==> src/design/fb_pkg.sv <==
package fb_pkg;

    // one 24-bit pixel
    typedef struct packed {
        logic [7:0] red;
        logic [7:0] green;
        logic [7:0] blue;
    } color_t;

    // linear index, row * active width + column
    typedef logic [18:0] pixel_id_t;
    // sram halfword address and data word
    typedef logic [19:0] sram_addr_t;
    typedef logic [15:0] sram_word_t;
    typedef logic [9:0]  screen_pos_t;
    typedef logic [1:0]  cfg_addr_t;

    typedef struct packed {
        pixel_id_t id;
        color_t    color;
    } pixel_xfer_t;

    typedef enum logic [1:0] {
        SRC_FRAME   = 2'd0,
        SRC_STRIPES = 2'd1,
        SRC_SQUARE  = 2'd2
    } display_src_t;

    typedef struct packed {
        display_src_t src;
        screen_pos_t  sq_row;
        screen_pos_t  sq_col;
    } fb_cfg_t;

    // config register map
    localparam cfg_addr_t CFG_SRC    = 2'd0;
    localparam cfg_addr_t CFG_SQ_ROW = 2'd1;
    localparam cfg_addr_t CFG_SQ_COL = 2'd2;

    typedef enum logic [1:0] {WR_IDLE, WR_FIRST, WR_SECOND} wr_state_t;
    typedef enum logic [2:0] {F_IDLE, F_A, F_B, F_C, F_GAP} fetch_state_t;

endpackage

==> src/design/video_timing.sv <==
module video_timing #(
    parameter int H_ACTIVE = 640,
    parameter int H_TOTAL  = 800,
    parameter int V_ACTIVE = 480,
    parameter int V_TOTAL  = 525,
    parameter int H_SYNC   = 96,
    parameter int V_SYNC   = 2
) (
    input  logic                clk,
    input  logic                arst_n,
    output logic                pix_en,
    output fb_pkg::screen_pos_t row,
    output fb_pkg::screen_pos_t col,
    output logic                active,
    output logic                frame_start,
    output logic                hs,
    output logic                vs
);

    localparam fb_pkg::screen_pos_t H_LAST   = fb_pkg::screen_pos_t'(H_TOTAL - 1);
    localparam fb_pkg::screen_pos_t V_LAST   = fb_pkg::screen_pos_t'(V_TOTAL - 1);
    localparam fb_pkg::screen_pos_t H_ACT    = fb_pkg::screen_pos_t'(H_ACTIVE);
    localparam fb_pkg::screen_pos_t V_ACT    = fb_pkg::screen_pos_t'(V_ACTIVE);
    localparam fb_pkg::screen_pos_t HS_END   = fb_pkg::screen_pos_t'(H_ACTIVE + H_SYNC);
    localparam fb_pkg::screen_pos_t VS_END   = fb_pkg::screen_pos_t'(V_ACTIVE + V_SYNC);

    // start in the last blanking line so the first frame can be prefetched
    always_ff @(posedge clk or negedge arst_n) begin
        if (!arst_n) begin
            pix_en <= 1'b0;
            col    <= '0;
            row    <= V_LAST;
        end else begin
            pix_en <= !pix_en;
            if (pix_en) begin
                if (col == H_LAST) begin
                    col <= '0;
                    row <= (row == V_LAST) ? '0 : row + 1'b1;
                end else begin
                    col <= col + 1'b1;
                end
            end
        end
    end

    assign active      = (col < H_ACT) && (row < V_ACT);
    assign frame_start = !pix_en && (row == '0) && (col == '0);
    assign hs          = !((col >= H_ACT) && (col < HS_END));
    assign vs          = !((row >= V_ACT) && (row < VS_END));

endmodule

==> config.mk <==
export PLATFORM = sky130hd
export DESIGN_NAME = video_timing
export DESIGN_NICKNAME = d
export VERILOG_FILES = /design/src/design/fb_pkg.sv /design/src/design/video_timing.sv
export SDC_FILE = /design/constraint.sdc
export NUM_CORES = 1
export LEC_CHECK = 0
export ABC_CLOCK_PERIOD_IN_PS = 1900
export BUFFER_PORTS_ARGS = -buffer_cell sky130_fd_sc_hd__buf_4
export CORE_MARGIN = 1
export CORE_UTILIZATION = 55
export CTS_BUF_LIST = sky130_fd_sc_hd__clkbuf_2
export CTS_CLUSTER_DIAMETER = 30
export CTS_CLUSTER_SIZE = 30
export DETAILED_ROUTE_END_ITERATION = 6
export PLACE_DENSITY = 0.93
export SLEW_MARGIN = 20
export SYNTH_ARGS = -nofsm -noshare
export SYNTH_HDL_FRONTEND = slang
export SYNTH_SLANG_ARGS = --single-unit
export TNS_END_PERCENT = 50
==> constraint.sdc <==
create_clock -name clk -period 1.9 [get_ports clk]
set_clock_uncertainty 0.15 [all_clocks]
set_input_delay 0.38 -clock clk [delete_from_list [all_inputs] [get_ports clk]]
set_output_delay 0.38 -clock clk [all_outputs]
set_load 0.03 [all_outputs]
# Yosys cells after proc, flatten, opt, wreduce, memory -nomap -nowiden
# Index checks and enable logic that the tools add are counted.
[op_classes]
multipliers = 0
add_sub_neg = 2
n_reduce_logical = 11
magnitude_cmp = 6
div = 0
shifts = 0
muxes = 2
n_eq_ne = 2
n_bitwise = 0
[op_table]
columns = ["operator", "count"]
rows = [
  ["adder 10 x 1 -> 10 bit (second input constant)", 2],
  ["== test 10 bit (second input constant)", 2],
  ["logical NOT 10 bit", 2],
  ["< comparator 10 bit (second input constant)", 2],
  ["< comparator 10 x 9 -> 1 bit (second input constant)", 2],
  ["2-to-1 mux 10 bit", 2],
  [">= comparator 10 bit (second input constant)", 1],
  [">= comparator 10 x 9 -> 1 bit (second input constant)", 1],
  ["logical AND 1 bit", 5],
  ["logical NOT 1 bit", 3],
  ["AND reduction 2 bit", 1],
]
[totals]
output_inout_bits = 25
latch_bits = 0
mem_bits_rw = 0
register_bits = 21
n_memories = 0
word_cells = 26
rom_bits = 0

# Logic depth before layout (Yosys ltp)
[depth]
ltp_word = 3
ltp_mapped = 6
depth_no_buf = 6

# Worst setup path after synthesis
# No wires, ideal clock.
[synth_timing]
path_type = "reg2out"
from = "register col[0]"
to = "output port frame_start"
required_time_ps = 1370
arrival_time_ps = 1495
path_buffers = 0
setup_slack_ps = -125
stages_incl_launch_ff = 6
cell_sequence = "dfrtp_1 -> inv_1 -> ha_1 -> nor4b_1 -> nand4_1 -> and4b_1"
[synth_via]
elab_chain_len = 2
[synth_rtl]
columns = ["element", "line", "text"]
rows = [
  ["start: declaration", "video_timing.sv:13", "output fb_pkg::screen_pos_t col,"],
  ["start signal: assignment", "video_timing.sv:40", "col <= col + 1'b1;"],
  ["logical NOT 10 bit", "video_timing.sv:47", "assign frame_start = !pix_en && (row == '0) && (col == '0);"],
  ["logical AND 1 bit", "video_timing.sv:47", ""],
  ["end: declaration", "video_timing.sv:15", "output logic frame_start,"],
]
# Every way passes these cells.

# Final worst setup path
[layout_timing]
from = "register col[1]"
to = "output port frame_start"
# The elaborated chain is that of the path after synthesis.

==> impl_metrics.tcl <==
set metrics [dict create \
    setup_ws_ns -0.353 \
    syn_area_sq_um 1180 \
    netlist_instances 119 \
    io_buffers 26 \
    wl_per_cell_um 15.9 \
    power.density_nw_per_um2 387 \
    die_h_um 48.3 \
    status "finished, violations left" \
    dpl_cell_area_sq_um 1520 \
    endpoint_kind "primary output" \
    clk_latency_ns 0.33 \
    slowest_delay_ns 0.43 \
    met2_length_um 1650 \
    cp-start-kind "flip-flop" \
    top_layer_used "met4" \
    synth_fp_nets 125 \
    ir_drop_v 0.000339 \
    clock_sinks 21 \
    register_area_sq_um 529 \
    antenna_found_initial 0 \
    hold_viol 0 \
    ys.flop_type "dfrtp_1" \
    grt_first_pass_wirelength_um 5130 \
    cts_tree "done" \
    criticalPathCategory "reg -> out" \
    fin_util 0.850 \
    synth-seq-cells 21 \
    final_nets 176 \
    ff2ff_setup_slack_ns -0.01 \
    num-fill-cells 101 \
    grtUsageTotal 0.284 \
    gp_congestion 0.826 \
    yosys-top-cells-area "dfrtp_1, dfstp_2, ha_1, mux2i_1, nand4_1" \
    coreArea_sq_um 1980 \
    fin_crit_sh 1.19 \
    tns_ns -0.414 \
    cp_slowest_cell "dfrtp_1" \
    grt_max_degree 22 \
    worstMarginPinSlew_ns 0.349 \
    clock.fmax_ghz 0.444 \
    multi_input_area_sq_um 672 \
    firstDrtPassIters 4 \
    antennaDiodeCount 0 \
    initial_core_util 0.595 \
    overflow 0 \
    h-tree-depth 1 \
    num_rows 16 \
    die_area_sq_um 2330 \
    cp.arrival_ns 1.72 \
    dr_total_vias 1148 \
    yosysSeqAreaShare 0.449 \
    slew_viol_final 0 \
    synth_cell_type_count 33 \
    setup_violations 4 \
    postSynthAreaPerCell_sq_um 9.91 \
    routed-wl-met3_um 130 \
    syn_to_final_growth_pct 42.8 \
    drc 0 \
    slew_headroom 0.766 \
    grt_pass1_vias 1113 \
    drt_iter0_markers 30 \
    min_period_ns 2.25 \
    cp_top_family "simple AND/OR/NAND/NOR gates" \
    cts_buffer_depth 2 \
    drive_gt1_frac 0.426 \
    crit_fanout 2 \
    violations "setup timing" \
    root_buffer "clkbuf_2" \
    crit_chain "inv_2 -> ha_4 -> nor4b_4 -> nand4_1 -> and4b_2 -> buf_6" \
    synth_top_cell_by_area "dfrtp_1" \
    io-pin-count 27 \
    met1_length_um 1290 \
    path_buf_inv 2 \
    synth_top_area_share 0.382 \
    postLayoutCellArea_sq_um 1690 \
    detailed_place_hpwl_um 2120 \
    die_w_um 48.3 \
    hold_path_class "in -> async" \
    rsz0062_at_grt "yes" \
    cts_buffers 3 \
    synthArstFlopShare 1.00 \
    via_per_inst 5.86 \
    ant_nets 0 \
    synth_edf_count 0 \
    critical_path_required_ns 1.37 \
    path_clk_slew_ns 0.19 \
    yosys_warnings 0 \
    cap_violations 0 \
    p_leak_nw 0.824 \
    drt-total-wl_um 3130 \
]
[per-layer routing]
layer  track usage  vias up
met3        0.0346        9
met4        0.0980        0
met1         0.338      569
met2         0.523       42
li1              -      528
met5             0        -
[final cells by class]
class | count | area share
Multi-Input combinational cell | 86 | 0.399
Sequential cell | 21 | 0.314
Timing Repair Buffer | 50 | 0.238
Tap cell | 27 | 0.0200
Inverter | 8 | 0.0178
Clock buffer | 4 | 0.0119
[timing repair]
| action | 4_1_cts | 5_1_grt |
|---|---|---|
| buffers inserted | 4 | 2 |
| endpoints found under the setup margin | 3 | 8 |
| resized for setup | 17 | 3 |
| hold endpoints to repair | 18 | 0 |
| hold buffers | 1 | 0 |
| pin swaps | 2 | 2 |
[Yosys cell counts, drive strengths merged, types with 4 or more instances]
cell type and n:
mux2i 5, and3 5, o21ai 6, ha 4, dfrtp 18, inv 8, nand3 9, xnor2 5
nand2 11, nor2 4, nand4 9
[per-stage QoR]
step,hold WS (ns),setup slack (ns),power [mW],std cells
after CTS,0.302,-0.295,0.652,194
after floorplan,-0.0656,-0.0841,0.456,119
after detailed placement,0.129,-0.0393,0.466,185
final,0.288,-0.353,0.652,196
after global placement,0.125,0.00926,0.466,185
after global routing,0.302,-0.394,0.670,196
[cells in the final DEF (no fill, tap or decap), types with 2 or more instances in the layout]
cell type  instances
and3_1             5
nand3_1            9
buf_6              6
inv_2              2
ha_4               2
xor2_1             3
mux2i_1            5
dfrtp_1           18
nor3_2             2
a21o_1             2
a21oi_1            2
xnor2_1            5
nor2_1             4
nand2_1           11
nand4_1            8
buf_4             43
o21ai_0            6
nand2b_1           2
inv_1              6
and4b_2            2
clkbuf_2           4
dfstp_2            3
ha_1               2
[sequential cells by signal, indices dropped and copies added, names as in the netlist]
signal  cells
col        10
pix_en      1
row        10
[kinds of logic after synthesis]
kind of cell / count (synthesis) / synth area share
simple gates: 56 / 0.301
flops: 21 / 0.449
mux: 5 / 0.0424
compound gates: 13 / 0.0626
xor+xnor: 8 / 0.0594
fa+ha+maj: 4 / 0.0424
buf+inv: 12 / 0.0435
[worst paths after layout]
path	to	cells past startpoint	startpoint
max in group asynchronous	row[2]	2	arst_n
setup / recovery	frame_start	6	col[1]
hold reg to reg	row[9]	1	row[9]
min in group clk	row[9]	1	row[9]
setup reg to reg	row[3]	7	col[0]
hold / removal	row[7]	2	arst_n
[where the power goes]
| part | leakage [nW] | internal, mW | switching, mW |
|---|---|---|---|
| Sequential | 0.268 | 0.448 | 0 |
| Combinational | 0.540 | 0.00274 | 0.00890 |
| Clock | 0.0166 | 0.0557 | 0.137 |
| Total | 0.824 | 0.506 | 0.146 |
Note: power is estimated with default switching activity, not from simulation.
