**src/design/fb_pkg.sv**
```systemverilog
package fb_pkg;

    // one 24-bit pixel
    typedef struct packed {
        logic [7:0] red;
        logic [7:0] green;
        logic [7:0] blue;
    } color_t;

    // linear index, row * active width + column
    typedef logic [18:0] pixel_id_t;
    // sram halfword address and data word
    typedef logic [19:0] sram_addr_t;
    typedef logic [15:0] sram_word_t;
    typedef logic [9:0]  screen_pos_t;
    typedef logic [1:0]  cfg_addr_t;

    typedef struct packed {
        pixel_id_t id;
        color_t    color;
    } pixel_xfer_t;

    typedef enum logic [1:0] {
        SRC_FRAME   = 2'd0,
        SRC_STRIPES = 2'd1,
        SRC_SQUARE  = 2'd2
    } display_src_t;

    typedef struct packed {
        display_src_t src;
        screen_pos_t  sq_row;
        screen_pos_t  sq_col;
    } fb_cfg_t;

    // config register map
    localparam cfg_addr_t CFG_SRC    = 2'd0;
    localparam cfg_addr_t CFG_SQ_ROW = 2'd1;
    localparam cfg_addr_t CFG_SQ_COL = 2'd2;

    typedef enum logic [1:0] {WR_IDLE, WR_FIRST, WR_SECOND} wr_state_t;
    typedef enum logic [2:0] {F_IDLE, F_A, F_B, F_C, F_GAP} fetch_state_t;

endpackage

```
**src/design/fb_config_regs.sv**
```systemverilog
module fb_config_regs (
    input  logic                clk,
    input  logic                arst_n,
    input  logic                cfg_we,
    input  fb_pkg::cfg_addr_t   cfg_addr,
    input  fb_pkg::screen_pos_t cfg_wdata,
    input  logic                frame_start,
    output fb_pkg::fb_cfg_t     cfg
);

    fb_pkg::fb_cfg_t staged;
    fb_pkg::fb_cfg_t shadow;

    always_ff @(posedge clk or negedge arst_n) begin
        if (!arst_n) begin
            staged <= '{src: fb_pkg::SRC_FRAME, sq_row: '0, sq_col: '0};
            shadow <= '{src: fb_pkg::SRC_FRAME, sq_row: '0, sq_col: '0};
        end else begin
            if (cfg_we) begin
                case (cfg_addr)
                    fb_pkg::CFG_SRC:    staged.src    <= fb_pkg::display_src_t'(cfg_wdata[1:0]);
                    fb_pkg::CFG_SQ_ROW: staged.sq_row <= cfg_wdata;
                    fb_pkg::CFG_SQ_COL: staged.sq_col <= cfg_wdata;
                    default: ;
                endcase
            end
            if (frame_start) begin
                shadow <= staged;
            end
        end
    end

    // new settings already cover the first pixel of the frame
    assign cfg = frame_start ? staged : shadow;

endmodule

```
**config.mk**
```make
export PLATFORM = sky130hd
export DESIGN_NAME = fb_config_regs
export DESIGN_NICKNAME = d
export VERILOG_FILES = /design/src/design/fb_pkg.sv /design/src/design/fb_config_regs.sv
export SDC_FILE = /design/constraint.sdc
export NUM_CORES = 1
export LEC_CHECK = 0
export BUFFER_PORTS_ARGS = -buffer_cell sky130_fd_sc_hd__buf_2
export CAP_MARGIN = 5
export CORE_UTILIZATION = 55
export DETAILED_ROUTE_END_ITERATION = 7
export PLACE_DENSITY = 0.81
export SLEW_MARGIN = 0
export SYNTH_ARGS = -nofsm -noshare
export SYNTH_HDL_FRONTEND = slang
export SYNTH_SLANG_ARGS = --single-unit
```
**constraint.sdc**
```tcl
create_clock -name clk -period 1.6 [get_ports clk]
set_clock_uncertainty 0.2 [all_clocks]
set_input_delay 0.08 -clock clk [delete_from_list [all_inputs] [get_ports clk]]
set_output_delay 0.08 -clock clk [all_outputs]
set_load 0.1 [all_outputs]
```
After elaboration in Yosys (flattened, before gate mapping). Index checks and enable logic that the tools add are counted.

Output and inout port bits: 22. Bits of input ports: 16. Logic and storage cells: 13. Bits in registers: 44.

Eq/ne operators: 2. Reduce and logical (&&, ||, !) cells: 4. Multiplexer cells: 1.

Operators with widths (number): 22-bit 2-to-1 mux (1); 2-bit AND reduction (3); 2-bit by 1-bit equality test with 1-bit output, second input constant (1); 2-bit equality test, second input constant (1); 2-bit logical NOT (1).

Longest topological paths before layout. Gate-level depths: netlist of the first run.

Depth in word-level cells: 2. Depth in mapped cells: 3. Mapped depth without buffers: 2.

Worst setup path before layout of the first run. No wires, ideal clock.

Kind: register -> register. Start point: register staged[0] in the netlist's numbering. End point: register shadow[0] in the netlist's numbering. Required time: 1.182 ns. Cell stages (with the launch flop): 2. Path slack: 0.350 ns. Setup time: 0.218 ns. Arrival: 0.831 ns. Period minus slack after synthesis: 1.250 ns. Cell sequence: dfrtp_1 -> mux2_2.

RTL lines: from (decl) (RTL line fb_config_regs.sv:11) `fb_pkg::fb_cfg_t staged;`; from (signal assigned) (RTL line fb_config_regs.sv:16) `staged <= '{src: fb_pkg::SRC_FRAME, sq_row: '0, sq_col: '0};`; to (signal assigned) (RTL line fb_config_regs.sv:17) `shadow <= '{src: fb_pkg::SRC_FRAME, sq_row: '0, sq_col: '0};`; to (signal assigned) (RTL line fb_config_regs.sv:28) `shadow <= staged;`; to (decl) (RTL line fb_config_regs.sv:12) `fb_pkg::fb_cfg_t shadow;`.

==> flow_summary.json, run 1 <==
{
  "min_period_ns": 1.54,
  "hold_viol": 0,
  "synth-seq-cells": 44,
  "fin_tns_setup_ns": 0,
  "post_cts_buffers": 0,
  "insertion_delay_ns": 0.34,
  "cts_tree": "done",
  "setup_viol": 0,
  "status": "finished clean",
  "vdd_drop_max_mv": 1.31,
  "worst_pin_slew_ns": 0.542,
  "antenna_left": 0,
  "rsz0062_at_grt": "false",
  "arrival_ns": 1.26,
  "drc": 0,
  "drtIter0Drc": 23,
  "portBuffers": 37,
  "p_leak_nw": 1.19,
  "start_util_pct": 60.2,
  "async_reset_ff_share_pct": 100,
  "cts_root_buf": "clkbuf_4",
  "synth.cell_area_mm2": 0.00173,
  "vias_per_cell": 5.06,
  "fill_cells": 133,
  "cts-resized-gates": 0,
  "fmax_ghz": 0.648,
  "ys_seq_area_share_pct": 63.6,
  "end_kind": "output port",
  "min_path_type": "in -> async",
  "yosysTopAreaCellShare_pct": 63.6,
  "synthTopCellsByCount": "dfrtp_1, mux2_2, mux2_4",
  "final_max_slew_viol_count": 0,
  "synth_top_cells_by_area": "dfrtp_1, mux2_4, mux2_2",
  "vias": 981,
  "die_w_um": 58.1,
  "routabilityCongestion": 0.690,
  "gr-total-overflow": 0,
  "cts.sinks": 44,
  "cts_buffer_depth": 2,
  "fin_cells": 194,
  "clk_pin_slew_worst_paths_ns": 0.12,
  "yosysWarnings": 0,
  "cap_violations": 0,
  "crit_chain": "mux2_2 > buf_12",
  "wl_per_cell_um": 17.4,
  "start_kind": "flip-flop",
  "required_ns": 1.32,
  "wl_um": 3380,
  "critical-path-max-stage-delay_ns": 0.43,
  "synth.most_common_cell": "dfrtp_1",
  "ys_types": 7,
  "pin_count": 38,
  "die_h_um": 58.1,
  "synthCells": 95,
  "grt_max_degree": 24,
  "die_area_mm2": 0.00338,
  "slew-limit-headroom_pct": 63.8,
  "worstSetupPathType": "reg -> out",
  "regArea_mm2": 0.00110,
  "grt_pass1_vias": 1129,
  "syn_nets": 111,
  "antenna_cells": 0,
  "htree_levels": 2,
  "antenna_found_initial": 0,
  "synthToLayoutAreaGrowth_pct": 45.1,
  "dp.cells": 174,
  "cp_slowest_cell": "dfrtp_1",
  "pwr_density_cell_mw_per_mm2": 1640,
  "cts_buffers": 5,
  "multi_input_area_um2": 593,
  "utilization_pct": 87.3,
  "firstDrtPassIters": 4,
  "min_period_over_period_pct": 96.5,
  "synthFlopType": "dfrtp_1",
  "grt_first_pass_wirelength_um": 5620,
  "yosys.area.top_type": "dfrtp_1",
  "drive_gt1_share_pct": 60.5,
  "synth_area_per_cell_um2": 18.2,
  "synth_edf_count": 0,
  "core_mm2": 0.00288,
  "nNetsFinal": 168,
  "num_rows": 19,
  "critPathMaxFanout": 2,
  "grt_util_all_layers_pct": 23.7
}
## report_power, final
group	leakage [nW]	internal [mW]	switching, mW
sequential	0.521	1.35	0.104
combinational	0.632	0.805	1.30
clock	0.0374	0.250	0.323
total	1.19	2.40	1.72
## kinds of logic (layout without fill, tap and decap cells)
family,Yosys count,count (layout),share of synthesized area [%]
buf+inv,4,61,2.17
flops,44,44,63.6
mux,44,44,32.9
simple gates,3,3,1.30
## critical path: cells and delay by family, from the launching register on
kind | cells | cell delay [ns]
DFF | 1 | 0.43
buffers and inverters | 1 | 0.18
muxes | 1 | 0.32
## metrics by stage
stage | total power, mW | hold WS [ns] | instance area [um^2] | setup slack [ns]
floorplan | 2.79 | -0.416 | 1730 | 0.350
detailed placement | 3.55 | -0.113 | 2320 | 0.363
global placement | 3.50 | -0.133 | 2320 | 0.397
CTS | 4.14 | 0.0482 | 2510 | 0.0569
finish | 4.12 | 0.0569 | 2510 | 0.0557
global route | 4.26 | 0.0287 | 2510 | 0.00292
## final timing paths
check,to,cells after the start,slack [ns],startpoint
min in group clk,staged[21],3,0.06,cfg_we
min,staged[18],2,0.06,arst_n
max,cfg[16],2,0.06,staged[16]
min reg2reg,staged[19],1,0.32,staged[19]
max in group asynchronous,staged[9],3,0.64,arst_n
max reg2reg,shadow[10],1,0.54,staged[10]
## per-layer routing
layer	GRT usage (%)	vias up	share of wire, %
met5	0	-	0
met4	8.16	0	1.4
met3	8.04	5	3.6
met2	38.9	25	51
met1	29.6	507	44
li1	-	444	-
## sequential cells by signal (all words and copies together), names as in the netlist
name and flops:
shadow 22, staged 22
## timing repair
action | CTS | global route
endpoints found under the setup margin | 0 | 0
hold buffers | 13 | 0
hold endpoints to repair | 66 | 0
## cell type report
cell class,count,share of cell area [%]
sequential,44,43.8
timing repair buffer,54,27.9
multi-input combinational,47,23.6
clock buffer,7,2.59
tap,42,2.09
## placed cells by master (no fill, tap or decap)
cell type | synthesis | layout
buf_4 | 2 | 2
dlygate4sd3_1 | 0 | 13
nor3b_1 | 1 | 1
mux2_4 | 20 | 20
clkbuf_8 | 0 | 2
buf_2 | 0 | 15
dfrtp_1 | 44 | 44
nand3b_1 | 2 | 2
clkbuf_4 | 0 | 5
mux2_2 | 24 | 24
buf_12 | 0 | 24
No activity file was read; power rests on OpenSTA's default activity.
==> run 2, diff against run 1 <==
- CORE_UTILIZATION: 55 -> 47
- PLACE_DENSITY: 0.81 -> 0.73
- clock period: 1.6 -> 1.4 ns (I/O delays scaled with it)
==> flow_summary.json, run 2 (synthesis results as in run 1) <==
{
  "die_h_um": 62.7,
  "rsz0062_at_grt": "true",
  "fin_ws_ns": -0.0282,
  "worstSetupPathType": "reg -> out",
  "r2r_end": "shadow[12]",
  "grt_first_pass_wirelength_um": 5960,
  "grt_util_all_layers_pct": 20.6,
  "cts.sinks": 44,
  "vias": 1077,
  "worstSetupEndpoint": "cfg[19]",
  "cts_buffer_depth": 2,
  "vdd_drop_max_mv": 1.25,
  "grt_max_degree": 29,
  "hold_slack_ns": -0.00550,
  "antenna_found_initial": 0,
  "drc": 0,
  "dp_hpwl_um": 2120,
  "firstDrtPassIters": 2,
  "r2r_cells": 3,
  "antenna_left": 0,
  "final_max_slew_viol_count": 0,
  "min_period_over_period_pct": 102,
  "required_ns": 1.13,
  "nNetsFinal": 192,
  "portBuffers": 37,
  "cts_buffers": 5,
  "cts_tree": "done",
  "fin_cells": 222,
  "cts_root_buf": "clkbuf_8",
  "drtIter0Drc": 27,
  "min_period_ns": 1.43,
  "final_cell_mix": "dfrtp_1, mux2_4, buf_4",
  "postLayoutCellArea_mm2": 0.00279,
  "violations": "hold timing, setup timing",
  "core_mm2": 0.00344,
  "critPathMaxFanout": 2,
  "status": "finished, violations left",
  "end_kind": "output port",
  "setup_viol": 17,
  "arrival_ns": 1.16,
  "pwr_density_cell_mw_per_mm2": 1840,
  "r2r_setup_slack_ns": 0.16,
  "die_area_mm2": 0.00393,
  "die_w_um": 62.7,
  "hold_viol": 1,
  "wl_um": 3740,
  "drive_gt1_share_pct": 66.5,
  "fin_tns_setup_ns": -0.194,
  "min_path_type": "in -> reg",
  "synthToLayoutAreaGrowth_pct": 61.0,
  "num_rows": 21,
  "clk_pin_slew_worst_paths_ns": 0.07,
  "routabilityCongestion": 0.679,
  "placed_cell_area_mm2": 0.00232,
  "place_ws_ns": 0.201,
  "regToRegStartpoint": "staged[12]",
  "cap_violations": 0,
  "worst_pin_slew_ns": 0.407,
  "antenna_cells": 0,
  "hold_buffers": 11,
  "start_kind": "flip-flop",
  "vias_per_cell": 4.85,
  "pin_count": 38,
  "fill_cells": 203,
  "final_common_cell": "dfrtp_1",
  "multi_input_area_um2": 676,
  "fmax_ghz": 0.700,
  "gr-total-overflow": 0,
  "start_util_pct": 50.3,
  "p_leak_nw": 1.40,
  "slew-limit-headroom_pct": 72.9,
  "regArea_mm2": 0.00110,
  "dp.cells": 178,
  "wl_per_cell_um": 16.8,
  "crit_path_start": "staged[19]",
  "insertion_delay_ns": 0.29,
  "grt_pass1_vias": 1185,
  "reg_top3": "shadow: 22 flops, staged: 22 flops",
  "htree_levels": 2
}
[run 2: layout make-up]
type                            count  area share [%]
Timing Repair Buffer               78            31.4
Clock buffer                        6            2.60
Sequential cell                    44            39.5
Tap cell                           46            2.06
Multi-Input combinational cell     47            24.2
Clock inverter                      1           0.180
[run 2: routing by layer]
layer	part of all wire [%]	track usage [%]	wire, um
met5	0	0	0
met4	1.6	8.72	60
met3	3.7	5.29	138
met2	50	32.5	1860
met1	45	27.0	1680
[run 2: per-stage QoR]
stage                     hold WS (ns)  total power, mW  utilization [%]
final                         -0.00550             5.12             81.0
after global routing          -0.00366             5.30             81.0
after CTS                      -0.0294             5.02             78.2
after detailed placement        -0.178             4.05             67.5
after global placement          -0.195             4.00             67.5
after floorplan                 -0.426             3.18                -
[run 2: worst min path at each step]
stage	slack, ns	endpoint	from	cells past startpoint
6_report	-0.006	staged[20]	cfg_addr[1]	3
5_1_grt	-0.004	staged[20]	cfg_addr[1]	3
4_1_cts	-0.03	staged[20]	cfg_addr[1]	3
3_5_place_dp	-0.18	shadow[17]	arst_n	1
3_3_place_gp	-0.19	shadow[7]	arst_n	1
2_1_floorplan	-0.43	shadow[0]	arst_n	0
[run 2: what timing repair did]
action	in CTS	in global routing
setup endpoints to repair	22	22
endpoints found under the hold margin	66	1
setup buffers	13	13
resized for setup	22	0
[run 2: critical path: stages (launching register included)]
cell,delay (ns)
dfrtp_1,0.41
mux2_4,0.29
buf_12,0.17
[run 2: power breakdown]
group / leakage (nW) / internal (mW) / switching [mW]
sequential: 0.521 / 1.54 / 0.120
combinational: 0.841 / 1.18 / 1.55
clock: 0.0410 / 0.339 / 0.388
==> run 3, diff against run 2 <==
- PLACE_DENSITY: 0.73 -> 0.72
==> flow_summary.json, run 3 (synthesis results as in run 1) <==
{
  "hold_depth": 3,
  "antenna_left": 0,
  "die_h_um": 62.7,
  "r2r_setup_slack_ns": 0.19,
  "use_met2_pct": 35.1,
  "p_leak_nw": 1.38,
  "dp.cells": 178,
  "reg_top3": "shadow: 22 flops, staged: 22 flops",
  "place_ws_ns": 0.211,
  "cts_root_buf": "clkbuf_8",
  "power_mw": 5.12,
  "die_w_um": 62.7,
  "required_ns": 1.13,
  "cts_tree": "done",
  "cts_buffer_depth": 2,
  "grt_max_degree": 45,
  "gr-total-overflow": 0,
  "nNetsFinal": 187,
  "fin_cells": 218,
  "slew-limit-headroom_pct": 79.0,
  "critPathMaxFanout": 2,
  "violations": "hold timing, setup timing",
  "vdd_drop_max_mv": 1.32,
  "cts_buffers": 5,
  "cts.sinks": 44,
  "grt_util_all_layers_pct": 21.0,
  "drc": 0,
  "clk_pin_slew_worst_paths_ns": 0.07,
  "r2r_end": "staged[17]",
  "r2r_cells": 3,
  "worstSetupPathType": "reg -> out",
  "start_util_pct": 50.3,
  "drtIter0Drc": 37,
  "insertion_delay_ns": 0.28,
  "use_met1_pct": 25.5,
  "hold_slack_ns": -0.0173,
  "fmax_ghz": 0.704,
  "final_max_slew_viol_count": 0,
  "htree_levels": 2,
  "core_mm2": 0.00344,
  "vias": 1071,
  "min_path_type": "in -> reg",
  "wl_um": 3580,
  "grt_pass1_vias": 1198,
  "firstDrtPassIters": 4,
  "hold_viol": 2,
  "cap_violations": 0,
  "grt_first_pass_wirelength_um": 6070,
  "pin_count": 38,
  "end_kind": "output port",
  "status": "finished, violations left",
  "min_period_over_period_pct": 101,
  "min_period_ns": 1.42,
  "hold_path_end": "staged[21]",
  "start_kind": "flip-flop",
  "antenna_found_initial": 0,
  "synthToLayoutAreaGrowth_pct": 59.5,
  "postLayoutCellArea_mm2": 0.00276,
  "grt_use_met3_pct": 6.75,
  "grt.busiest_layer": "met2",
  "pwr_density_cell_mw_per_mm2": 1850,
  "final_cell_mix": "dfrtp_1, mux2_4, buf_12",
  "num_rows": 21,
  "antenna_cells": 0,
  "dp_hpwl_um": 2050,
  "hp-start": "cfg_addr[0]",
  "portBuffers": 37,
  "setup_viol": 7,
  "rsz0062_at_grt": "true",
  "placed_cell_area_mm2": 0.00232,
  "vias_per_cell": 4.91,
  "regToRegStartpoint": "staged[17]",
  "fin_ws_ns": -0.0195,
  "wl_per_cell_um": 16.4,
  "arrival_ns": 1.15,
  "drive_gt1_share_pct": 65.1,
  "die_area_mm2": 0.00393,
  "worst_pin_slew_ns": 0.315,
  "routabilityCongestion": 0.762,
  "hold_buffers": 11,
  "final_common_cell": "dfrtp_1"
}
-- run 3: cell count changes in the layout (fill, tap and decap cells not counted), sizes merged --
| cell | delta |
|---|---|
| clkbuf | +2 |
| buf | -5 |
| clkinv | -1 |
-- run 3: worst max-delay path by stage --
| stage | cells after the start | startpoint | to | slack, ns |
|---|---|---|---|---|
| 6_report | 2 | staged[11] | cfg[11] | -0.02 |
| 5_1_grt | 2 | staged[6] | cfg[6] | -0.06 |
| 4_1_cts | 2 | staged[20] | cfg[20] | -0.02 |
| 3_3_place_gp | 4 | frame_start | cfg[16] | 0.22 |
| 2_1_floorplan | 1 | staged[0] | shadow[0] | 0.15 |
| 3_5_place_dp | 4 | frame_start | cfg[7] | 0.21 |
-- run 3: metal layers --
layer	wire [um]	share of wire (%)	vias up
li1	-	-	482
met1	1530	43	548
met2	1850	52	39
met3	179	5.0	2
met4	19	0.53	0
met5	0	0	-
-- run 3: through the flow --
step / utilization, % / TNS, ns
after global routing: 80.3 / -0.824
after floorplan: - / 0
after CTS: 79.2 / -0.136
after detailed placement: 67.5 / 0
final: 80.3 / -0.0838
after global placement: 67.5 / 0
-- run 3: final cells by class --
type | count | area, um^2
clock buffers | 8 | 90.1
fillers | 186 | 679
multi-input cells | 47 | 676
flip-flops and latches | 44 | 1100
well taps | 46 | 57.6
repair buffers | 73 | 838
-- run 3: worst max-delay path, stage by stage, from the launching register on --
cell,delay [ns]
dfrtp_1,0.40
mux2_4,0.29
buf_12,0.17
-- run 3: repair_timing --
| action | 4_1_cts | 5_1_grt |
|---|---|---|
| gates resized for setup | 22 | 0 |
| setup endpoints to repair | 22 | 22 |
| endpoints found under the hold margin | 66 | 1 |
| setup buffers | 16 | 5 |
-- run 3: where the power goes --
| group | total [mW] | internal (mW) | switching [mW] |
|---|---|---|---|
| clock network | 0.787 | 0.402 | 0.385 |
| registers | 1.66 | 1.54 | 0.119 |
| logic | 2.68 | 1.15 | 1.53 |
