### config.mk
export PLATFORM = sky130hd
export DESIGN_NAME = fb_scan_reader
export DESIGN_NICKNAME = d
export VERILOG_FILES = /design/src/design/fb_pkg.sv /design/src/design/fb_scan_reader.sv
export SDC_FILE = /design/constraint.sdc
export NUM_CORES = 1
export LEC_CHECK = 0
export ABC_AREA = 1
export BUFFER_PORTS_ARGS = -buffer_cell sky130_fd_sc_hd__buf_2
export CAP_MARGIN = 20
export CORE_ASPECT_RATIO = 1.1
export CORE_MARGIN = 2
export CORE_UTILIZATION = 50
export CTS_BUF_LIST = sky130_fd_sc_hd__clkbuf_8 sky130_fd_sc_hd__clkbuf_16
export CTS_CLUSTER_DIAMETER = 150
export DETAILED_ROUTE_END_ITERATION = 8
export PLACE_DENSITY = 0.85
export SLEW_MARGIN = 10
export SYNTH_ARGS = -nofsm -noshare
export SYNTH_HDL_FRONTEND = slang
export SYNTH_SLANG_ARGS = --single-unit
### constraint.sdc
create_clock -name clk -period 2.09 [get_ports clk]
set_input_delay 0.1045 -clock clk [delete_from_list [all_inputs] [get_ports clk]]
set_output_delay 0.1045 -clock clk [all_outputs]
set_load 0.01 [all_outputs]
### src/design/fb_pkg.sv
package fb_pkg;

    // one 24-bit pixel
    typedef struct packed {
        logic [7:0] red;
        logic [7:0] green;
        logic [7:0] blue;
    } color_t;

    // linear index, row * active width + column
    typedef logic [18:0] pixel_id_t;
    // sram halfword address and data word
    typedef logic [19:0] sram_addr_t;
    typedef logic [15:0] sram_word_t;
    typedef logic [9:0]  screen_pos_t;
    typedef logic [1:0]  cfg_addr_t;

    typedef struct packed {
        pixel_id_t id;
        color_t    color;
    } pixel_xfer_t;

    typedef enum logic [1:0] {
        SRC_FRAME   = 2'd0,
        SRC_STRIPES = 2'd1,
        SRC_SQUARE  = 2'd2
    } display_src_t;

    typedef struct packed {
        display_src_t src;
        screen_pos_t  sq_row;
        screen_pos_t  sq_col;
    } fb_cfg_t;

    // config register map
    localparam cfg_addr_t CFG_SRC    = 2'd0;
    localparam cfg_addr_t CFG_SQ_ROW = 2'd1;
    localparam cfg_addr_t CFG_SQ_COL = 2'd2;

    typedef enum logic [1:0] {WR_IDLE, WR_FIRST, WR_SECOND} wr_state_t;
    typedef enum logic [2:0] {F_IDLE, F_A, F_B, F_C, F_GAP} fetch_state_t;

endpackage

### src/design/fb_scan_reader.sv
module fb_scan_reader #(
    parameter int H_ACTIVE = 640,
    parameter int SQ_SIZE  = 32
) (
    input  logic                clk,
    input  logic                arst_n,
    input  logic                pix_en,
    input  fb_pkg::screen_pos_t row,
    input  fb_pkg::screen_pos_t col,
    input  logic                active,
    input  logic                frame_start,
    input  fb_pkg::fb_cfg_t     cfg,
    input  fb_pkg::sram_word_t  rd_data,
    output logic                rd_req,
    output fb_pkg::sram_addr_t  rd_addr,
    output logic                de,
    output fb_pkg::color_t      rgb
);

    localparam fb_pkg::screen_pos_t LAST_GRP = fb_pkg::screen_pos_t'(H_ACTIVE / 2 - 1);
    localparam fb_pkg::screen_pos_t SQ       = fb_pkg::screen_pos_t'(SQ_SIZE);

    fb_pkg::fetch_state_t state;
    fb_pkg::screen_pos_t  grp;
    fb_pkg::sram_word_t   word_a;
    fb_pkg::sram_word_t   word_b;
    fb_pkg::sram_word_t   word_c;
    fb_pkg::color_t       pix_q;
    fb_pkg::color_t       stripe_px;
    logic                 run_line;
    logic                 line_start;
    logic                 in_sq;

    // first cycle of every line
    assign line_start = (col == '0) && !pix_en;
    assign rd_req     = (state == fb_pkg::F_A) || (state == fb_pkg::F_B) ||
                        (state == fb_pkg::F_C);

    // an active line fetches pairs 1..n-1 and then pair 0 of the next line,
    // a blanking line only prefetches pair 0 of the frame
    always_ff @(posedge clk or negedge arst_n) begin
        if (!arst_n) begin
            state    <= fb_pkg::F_IDLE;
            run_line <= 1'b0;
            grp      <= '0;
            rd_addr  <= '0;
        end else begin
            if (frame_start) begin
                rd_addr <= fb_pkg::sram_addr_t'(3);
            end else if (line_start && !active) begin
                rd_addr <= '0;
            end else if (rd_req) begin
                rd_addr <= rd_addr + 1'b1;
            end
            case (state)
                fb_pkg::F_IDLE: begin
                    if (line_start) begin
                        state    <= fb_pkg::F_A;
                        run_line <= active;
                        grp      <= '0;
                    end
                end
                fb_pkg::F_A: state <= fb_pkg::F_B;
                fb_pkg::F_B: state <= fb_pkg::F_C;
                fb_pkg::F_C: state <= fb_pkg::F_GAP;
                fb_pkg::F_GAP: begin
                    if (!run_line || grp == LAST_GRP) begin
                        state <= fb_pkg::F_IDLE;
                    end else begin
                        state <= fb_pkg::F_A;
                        grp   <= grp + 1'b1;
                    end
                end
                default: state <= fb_pkg::F_IDLE;
            endcase
        end
    end

    always_ff @(posedge clk) begin
        if (state == fb_pkg::F_A) begin
            word_a <= rd_data;
        end
        if (state == fb_pkg::F_B) begin
            word_b <= rd_data;
        end
        if (state == fb_pkg::F_C) begin
            word_c <= rd_data;
        end
        // loads the pixel for the next column
        if (pix_en) begin
            pix_q <= col[0] ? {word_a, word_b[15:8]} : {word_b[7:0], word_c};
        end
    end

    assign stripe_px = {col[3], 7'b0, col[2], 7'b0, col[1], 7'b0};
    // unsigned wrap makes positions left of or above the square fail too
    assign in_sq = (fb_pkg::screen_pos_t'(row - cfg.sq_row) < SQ) &&
                   (fb_pkg::screen_pos_t'(col - cfg.sq_col) < SQ);

    always_comb begin
        case (cfg.src)
            fb_pkg::SRC_STRIPES: rgb = stripe_px;
            fb_pkg::SRC_SQUARE:  rgb = in_sq ? 24'hFFFFFF : 24'h000000;
            default:             rgb = pix_q;
        endcase
    end

    assign de = active;

    // reads stay inside the active line or the blanking prefetch slot
    assert property (@(posedge clk) disable iff (!arst_n)
        rd_req |-> active || col < fb_pkg::screen_pos_t'(2));

endmodule

; After elaboration in Yosys (flattened, before gate mapping)
; Index checks and enable logic that the tools add are counted.
; W data, S select, Z words.
[word_totals]
input_bits = 63
output_inout_bits = 46
ff_bits = 106
word_cells = 52
[classes]
n_lt_le_gt_ge = 2
reduce_logical = 15
n_mux = 12
addsub = 4
n_eq_ne = 9
[op_table]
columns = cell, count
row1 = $mux W20, 3
row2 = $mux W24, 2
row3 = $pmux W24 S2, 1
row4 = $add A20 B1 Y20 const B, 1
row5 = $lt A10 B6 Y1 const B, 2
row6 = $mux W10, 2
row7 = $pmux W10 S2, 1
row8 = $sub A10 B10 Y10, 2
row9 = $pmux W3 S5, 1
row10 = $add A10 B1 Y10 const B, 1
row11 = $eq A10 B9 Y1 const B, 1
row12 = $logic_not A10 Y1, 1
row13 = $eq A3 B2 Y1 const B, 2
row14 = $ne A2 B2 Y1 const B, 2
row15 = $eq A3 B1 Y1 const B, 1
row16 = $eq A3 B3 Y1 const B, 1
row17 = $logic_and A1 B1 Y1, 3
row18 = $logic_not A1 Y1, 3
row19 = $logic_not A3 Y1, 1
row20 = $logic_or A1 B1 Y1, 3
row21 = $mux W3, 1
row22 = $reduce_and A3 Y1, 1
row23 = $reduce_bool A3 Y1, 1
row24 = $eq A2 B1 Y1 const B, 1
row25 = other kinds (4), 4

; Depth between registers and ports, before layout
; Gate-level depths: netlist of the first run.
[logic_depth]
depth_word = 6
ltp_mapped = 16
depth_no_buf = 15

; Worst setup path after synthesis of the first run
; OpenSTA, ideal clock, no wires.
[synth_path]
path_kind = reg-to-reg
from = register state[2]
to = register word_a[0], enable pin
setup_time_ns = 0.411
path_stages_with_launch = 3
t_arrival_ns = 1.705
slack_ns = -0.026
n_path_buf = 1
required_ns = 1.679
period_less_slack_ns = 2.116
path_cell_list = dfrtp_1 buf_2 nor3_1
[synth_between]
elab_chain_len = 1
[synth_lines]
columns = element, line_no
row1 = from (decl), fb_scan_reader.sv:23  ; fb_pkg::fetch_state_t state;
row2 = from (signal assigned), fb_scan_reader.sv:43  ; state <= fb_pkg::F_IDLE;
row3 = from (signal assigned), fb_scan_reader.sv:58  ; state <= fb_pkg::F_A;
row4 = from (signal assigned), fb_scan_reader.sv:63  ; fb_pkg::F_A: state <= fb_pkg::F_B;
row5 = $eq A3 B1 Y1, fb_scan_reader.sv:80  ; if (state == fb_pkg::F_A) begin
row6 = to (signal assigned), fb_scan_reader.sv:81  ; word_a <= rd_data;
row7 = to (decl), fb_scan_reader.sv:25  ; fb_pkg::sram_word_t word_a;
; Every way passes these cells.
; A chain may end at the register's enable or synchronous reset.

==> impl_metrics.csv, run 1 <==
group,metric,value,unit
routing,ant_nets,0,
critical_path,crit_chain,"buf_2 -> inv_1 -> ha_4 -> nand2_1 -> nand2_1 -> inv_1 -> nand2_1 -> nand2_1 -> nand3_1 -> or2_2 -> nand3_1 -> nor2_4 -> nand3_4 -> buf_12 -> nand2_1 -> buf_2",
placed_design,post-dp-hpwl,8.43,mm
sta,maxSlewViolCount,0,
sta,period_needed,1970,ps
placed_design,placed_cell_area,0.00638,mm^2
routing,vias_per_cell,5.05,
clock_network,cts-buffers-inserted,9,
logic_synthesis,syn_area_per_cell,8.68,um^2
clock_network,cts_tree,"yes",
logic_synthesis,ys_ff_latch,106,
hold_path,min_path_type,"in -> reg",
sta,max_freq,508,MHz
global_route,grt_first_pass_wirelength,19.5,mm
cells_and_area,drive_above_1_share,25.0,%
clock_network,clock_sinks,106,
sta,finClkSkew,9.87,ps
routing,drt-initial-drc-count,310,
global_route,overflow,0,
placed_design,pre_cts_slack,31.7,ps
routing,drc,0,
power_and_ir_drop,power_density,857,mW/mm^2
critical_path,slowest_delay,270,ps
routing,drt-total-wl,12.7,mm
floorplanning,io_pins,109,
floorplanning,die_h,115,um
cells_and_area,syn_to_final_growth,25.3,%
critical_path,cp_top_family,"simple AND/OR/NAND/NOR gates",
routing,drt-pass1-iter-count,5,
logic_synthesis,syn_area,0.00564,mm^2
floorplanning,rows,40,
critical_path,cp.buffers_inverters,5,
routing,routed-via-count,4740,
critical_path,worstPathMaxFanout,11,
logic_synthesis,syn_nets,733,
logic_synthesis,yosys_warnings,0,
placed_design,place_congestion,0.895,
power_and_ir_drop,p_leak,0.00348,uW
clock_network,htreeDepth,3,
critical_path,cp-end-kind,"output pin",
floorplanning,start_util,51.5,%
clock_network,post_cts_buffers,0,
sta,worst_pin_slew,760,ps
clock_network,worstSkewPairLatency,350,ps
cells_and_area,final_nets,869,
routing,routedWlPerCell,13.5,um
cells_and_area,fin_area,0.00707,mm^2
critical_path,path_class,"in -> out",
global_route,antenna_found_initial,0,
logic_synthesis,yosysSeqAreaShare,53.4,%
global_route,grt_max_degree,35,
power_and_ir_drop,ir_drop,0.530,mV
sta,final.period_utilization,94.1,%
critical_path,crit_slowest_cell,"or2_2",
critical_path,startpoint_type,"primary input",
job,maxCapViolCount,0,
clock_network,clk_path_buf_depth,2,
clock_network,root_buffer,"clkbuf_16",
status,status,"completed",
floorplanning,die-area,0.0121,mm^2
sta,rsz0062_at_grt,"yes",
sta,maxSlewHeadroom,49.3,%
logic_synthesis,synth_cell_types,34,
floorplanning,die_w,105,um
critical_path,worstPathArrival,1860,ps
critical_path,timing.critical_path.mode_cell,"nand2_1",
sta,hold-worst-slack,103,ps
critical_path,cp_data_required_time,1990,ps
sta,setup_viol,0,
global_route,grt_pass1_vias,4225,
sta,hold_viol,0,
global_route,grt_usage,20.2,%
placed_design,io_buffers,108,
clock_network,clk_pin_slew,70,ps
logic_synthesis,synthCells,650,
floorplanning,core_area,0.0110,mm^2
sta,fin_ws,123,ps
cells_and_area,nFillCells,896,
cells_and_area,fin_util,64.5,%
[worst register-to-register path, cell delays in order (launching register included)]
cell     delay, ps
dfrtp_1        410
ha_1           190
nand2_1         90
nor2_1         150
nand4_1        190
nor2_2         210
nand3_1        150
o21ai_1        160
o21ai_0        100
nand2_1         80
inv_1           40
[per-layer routing]
metal	track usage [%]	vias to the layer above	share of wire, %
met5	0	-	0
met4	7.73	0	1.7
met3	3.91	17	5.3
met2	34.2	160	50
met1	25.8	2204	43
li1	-	2359	-
[Yosys cell counts]
cell type | number | area, um^2
a211oi_1 | 1 | 7.51
a21oi_1 | 28 | 140
a31oi_1 | 2 | 12.5
buf_2 | 1 | 5.00
buf_4 | 1 | 7.51
buf_6 | 4 | 45.0
clkbuf_1 | 7 | 26.3
dfrtp_1 | 34 | 851
edfxtp_1 | 72 | 2160
ha_1 | 20 | 250
inv_1 | 94 | 353
inv_2 | 2 | 7.51
inv_4 | 1 | 6.26
inv_8 | 1 | 11.3
nand2_1 | 213 | 800
nand2_2 | 22 | 138
nand2_4 | 2 | 22.5
nand2_8 | 1 | 20.0
nand3_1 | 24 | 120
nand3_2 | 3 | 30.0
nand3b_1 | 3 | 22.5
nand4_1 | 10 | 62.6
nor2_1 | 49 | 184
nor2_2 | 3 | 18.8
nor2_4 | 1 | 11.3
nor3_1 | 12 | 60.1
nor4_1 | 1 | 6.26
o21a_1 | 3 | 22.5
o21ai_0 | 12 | 60.1
o21ai_1 | 2 | 10.0
o31ai_1 | 8 | 60.1
or2_2 | 2 | 12.5
xnor2_1 | 2 | 17.5
xor2_1 | 9 | 78.8
[metrics by stage]
| stage | cells | power (uW) | setup TNS, ps |
|---|---|---|---|
| floorplan | 650 | 3790 | 0 |
| global placement | 902 | 4250 | 0 |
| detailed placement | 902 | 4310 | 0 |
| CTS | 936 | 6020 | 0 |
| global route | 938 | 6350 | -214 |
| finish | 939 | 6060 | 0 |
[area by class of cell]
type / instances / area, um^2 / area share (%)
tap: 147 / 184 / 2.60
clock buffer: 9 / 225 / 3.19
timing repair buffer: 138 / 845 / 11.9
sequential: 106 / 3010 / 42.6
antenna: 1 / 2.50 / 0.0354
multi-input combinational: 433 / 2340 / 33.1
clock inverter: 7 / 80.1 / 1.13
inverter: 98 / 378 / 5.34
[power breakdown]
part,switching (uW),internal (uW)
clock,834,852
sequential,177,2740
combinational,927,525
total,1940,4120
[logic make-up (layout without fill, tap and decap cells)]
group | Yosys count | after routing | synth area share [%]
xor gates and xnor gates | 11 | 11 | 1.71
and+or+nand+nor | 346 | 346 | 26.7
other | 0 | 1 | 0
AOI/OAI and AO/OA | 56 | 56 | 5.54
DFF | 106 | 106 | 53.4
adders and majority gates | 20 | 20 | 4.44
buffers and inverters | 111 | 252 | 8.18
[flip-flops by register name, summed over array words and instances, names as in the netlist]
name      count
state         3
pix_q        24
word_a       16
word_c       16
word_b       16
rd_addr      20
grp          10
run_line      1
[worst paths after layout]
| check | startpoint | endpoint | slack, ps | cells past startpoint |
|---|---|---|---|---|
| min in group asynchronous | arst_n | grp[1] | 360 | 2 |
| max in group asynchronous | arst_n | rd_addr[16] | 1240 | 2 |
| min | active | run_line | 100 | 3 |
| max | cfg[4] | rgb[9] | 120 | 16 |
| min reg2reg | run_line | run_line | 520 | 2 |
| max reg2reg | rd_addr[0] | rd_addr[18] | 220 | 10 |
[cell usage in the layout, fill, tap and decap left out, drive strengths merged, types with 10 or more instances in the layout]
master,synthesis,final
nand4,10,10
a21oi,28,28
ha,20,20
edfxtp,72,72
nand3,27,27
o21ai,14,14
nor3,12,12
nor2,53,53
nand2,238,238
buf,6,119
dfrtp,34,34
inv,98,101
clkbuf,7,10
dlygate4sd3,0,18
[repair_timing]
item	CTS	global route
hold endpoints to repair	83	0
hold buffers	18	0
endpoints found under the setup margin	0	25
gates resized for setup	0	25
Note: power is estimated with default switching activity, not from simulation.
==> inputs of run 2 (changes only) <==
- PLACE_DENSITY: 0.85 -> 0.76
==> run 2 against run 1 <==
  * Via count shrank 1.3%
  * Clock power is essentially flat
  * Clock skew grew 4.0 ps
  * Clock-buffer cell count is the same
  * Critical path type unchanged
  * Critical endpoint is now rgb[2]
==> impl_metrics.csv, run 2 (synthesis results as in run 1) <==
group,metric,value,unit
hold_path,min_path_type,"in -> reg",
global_route,grt_max_degree,35,
global_route,antenna_found_initial,0,
sta,max_freq,505,MHz
cells_and_area,layout_commonest_cell,"nand2_1",
placed_design,io_buffers,108,
clock_network,worstSkewPairLatency,350,ps
clock_network,htreeDepth,3,
sta,maxSlewViolCount,0,
critical_path,reg2reg_depth,10,
routing,drt-initial-drc-count,329,
critical_path,startpoint_type,"primary input",
global_route,grt_first_pass_wirelength,20.0,mm
routing,routed-via-count,4677,
hold_path,hp-start,"active",
cells_and_area,max_flop_register,"pix_q",
power_and_ir_drop,ir_drop,0.689,mV
critical_path,r2r_end,"rd_addr[18]",
sta,finClkSkew,13.8,ps
cells_and_area,syn_to_final_growth,25.6,%
power_and_ir_drop,p_int,4130,uW
placed_design,post-dp-hpwl,8.67,mm
critical_path,path_class,"in -> out",
cells_and_area,antennaDiodeCount,0,
critical_path,worstPathMaxFanout,11,
global_route,grt_usage,20.4,%
floorplanning,die_h,115,um
sta,period_needed,1980,ps
clock_network,root_buffer,"clkbuf_16",
critical_path,worstPathArrival,1880,ps
routing,routedWlPerCell,13.0,um
critical_path,rrSetupSlack,170,ps
floorplanning,rows,40,
sta,worst_pin_slew,764,ps
power_and_ir_drop,power_frac_clock,28.0,%
placed_design,place_congestion,0.878,
routing,drt-pass1-iter-count,5,
status,status,"completed",
sta,maxSlewHeadroom,49.1,%
cells_and_area,final_cell_mix,"nand2_1, buf_2, inv_1, edfxtp_1, nor2_1",
power_and_ir_drop,p_comb_share,23.8,%
sta,setup_viol,0,
cells_and_area,drive_above_1_share,25.3,%
clock_network,cts-buffers-inserted,9,
clock_network,cts_tree,"yes",
routing,ant_nets,0,
hold_path,hold_end,"run_line",
sta,hold-worst-slack,89.6,ps
floorplanning,die-area,0.0121,mm^2
critical_path,cp-end-kind,"output pin",
critical_path,critPathLaunch,"col[7]",
power_and_ir_drop,power_density,855,mW/mm^2
critical_path,r2r-start,"rd_addr[0]",
clock_network,clk_pin_slew,70,ps
routing,drt-total-wl,12.3,mm
global_route,overflow,0,
routing,drc,0,
floorplanning,core_area,0.0110,mm^2
floorplanning,die_w,105,um
critical_path,cp_data_required_time,1990,ps
power_and_ir_drop,p_leak,0.00350,uW
sta,finalSetupTns,0,ps
power_and_ir_drop,swShare,31.8,%
sta,hold_viol,0,
power_and_ir_drop,p_seq_share,48.2,%
hold_path,holdPathStages,3,
clock_network,clk_path_buf_depth,2,
power_and_ir_drop,p_sw,1920,uW
cells_and_area,final_nets,872,
sta,final.period_utilization,94.8,%
floorplanning,start_util,51.5,%
global_route,grt_pass1_vias,4356,
clock_network,clock_sinks,106,
cells_and_area,reg_top3,"pix_q: 24 flops, rd_addr: 20 flops",
floorplanning,io_pins,109,
cells_and_area,largest_register_ffs,24,
routing,vias_per_cell,4.97,
job,maxCapViolCount,0,
run 2: power groups by stage:
stage	logic, uW	clock network [uW]	registers (uW)
3_5_place_dp	1350	0	2960
2_1_floorplan	884	0	2910
5_1_grt	1610	1840	2960
6_report	1440	1700	2920
3_3_place_gp	1310	0	2940
4_1_cts	1390	1740	2920
run 2: stage by stage:
| step | worst slack [ps] | power (uW) | instances | cell area (um^2) | util, % |
|---|---|---|---|---|---|
| after floorplan | 412 | 3790 | 650 | 5650 | - |
| after global placement | 104 | 4250 | 901 | 6370 | 58.1 |
| after detailed placement | 88.2 | 4310 | 901 | 6370 | 58.1 |
| after CTS | 78.8 | 6050 | 935 | 6860 | 62.6 |
| after global routing | -1.84 | 6400 | 941 | 7090 | 64.7 |
| final | 109 | 6060 | 941 | 7090 | 64.7 |
run 2: layer usage:
layer	global-route usage, %	routed length, um	vias to the layer above
li1	-	-	2365
met1	26.1	5300	2140
met2	34.9	6100	150
met3	3.74	592	22
met4	7.47	276	0
met5	0	0	-
run 2: worst max-delay path by stage:
| stage | end | cells after the start |
|---|---|---|
| 6_report | rgb[2] | 13 |
| 5_1_grt | rgb[9] | 15 |
| 4_1_cts | rgb[20] | 15 |
| 3_5_place_dp | rgb[20] | 15 |
| 3_3_place_gp | rgb[9] | 15 |
| 2_1_floorplan | grp[9] | 13 |
run 2: worst max-delay path, stage by stage:
cell and delay, ps:
buf_2 100, ha_1 350, nand2_1 120, inv_1 50, a21oi_1 150, nand3_1 100, or2_2 290, nand3_2 90
nor2_4 50, nand3_4 130, buf_12 150, nand2_2 50, buf_2 130
run 2: timing repair:
action,4_1_cts,5_1_grt
endpoints found under the hold margin,83,0
setup buffers,0,4
hold buffers,18,0
endpoints found under the setup margin,0,30
resized for setup,0,25
run 2: final cells by class:
| cell class | instances | area, um^2 |
|---|---|---|
| clock inverters | 7 | 83.8 |
| multi-input cells | 433 | 2340 |
| clock buffers | 9 | 225 |
| repair buffers | 141 | 867 |
| well taps | 147 | 184 |
| inverters | 98 | 378 |
| flip-flops and latches | 106 | 3010 |
| fillers | 875 | 3870 |
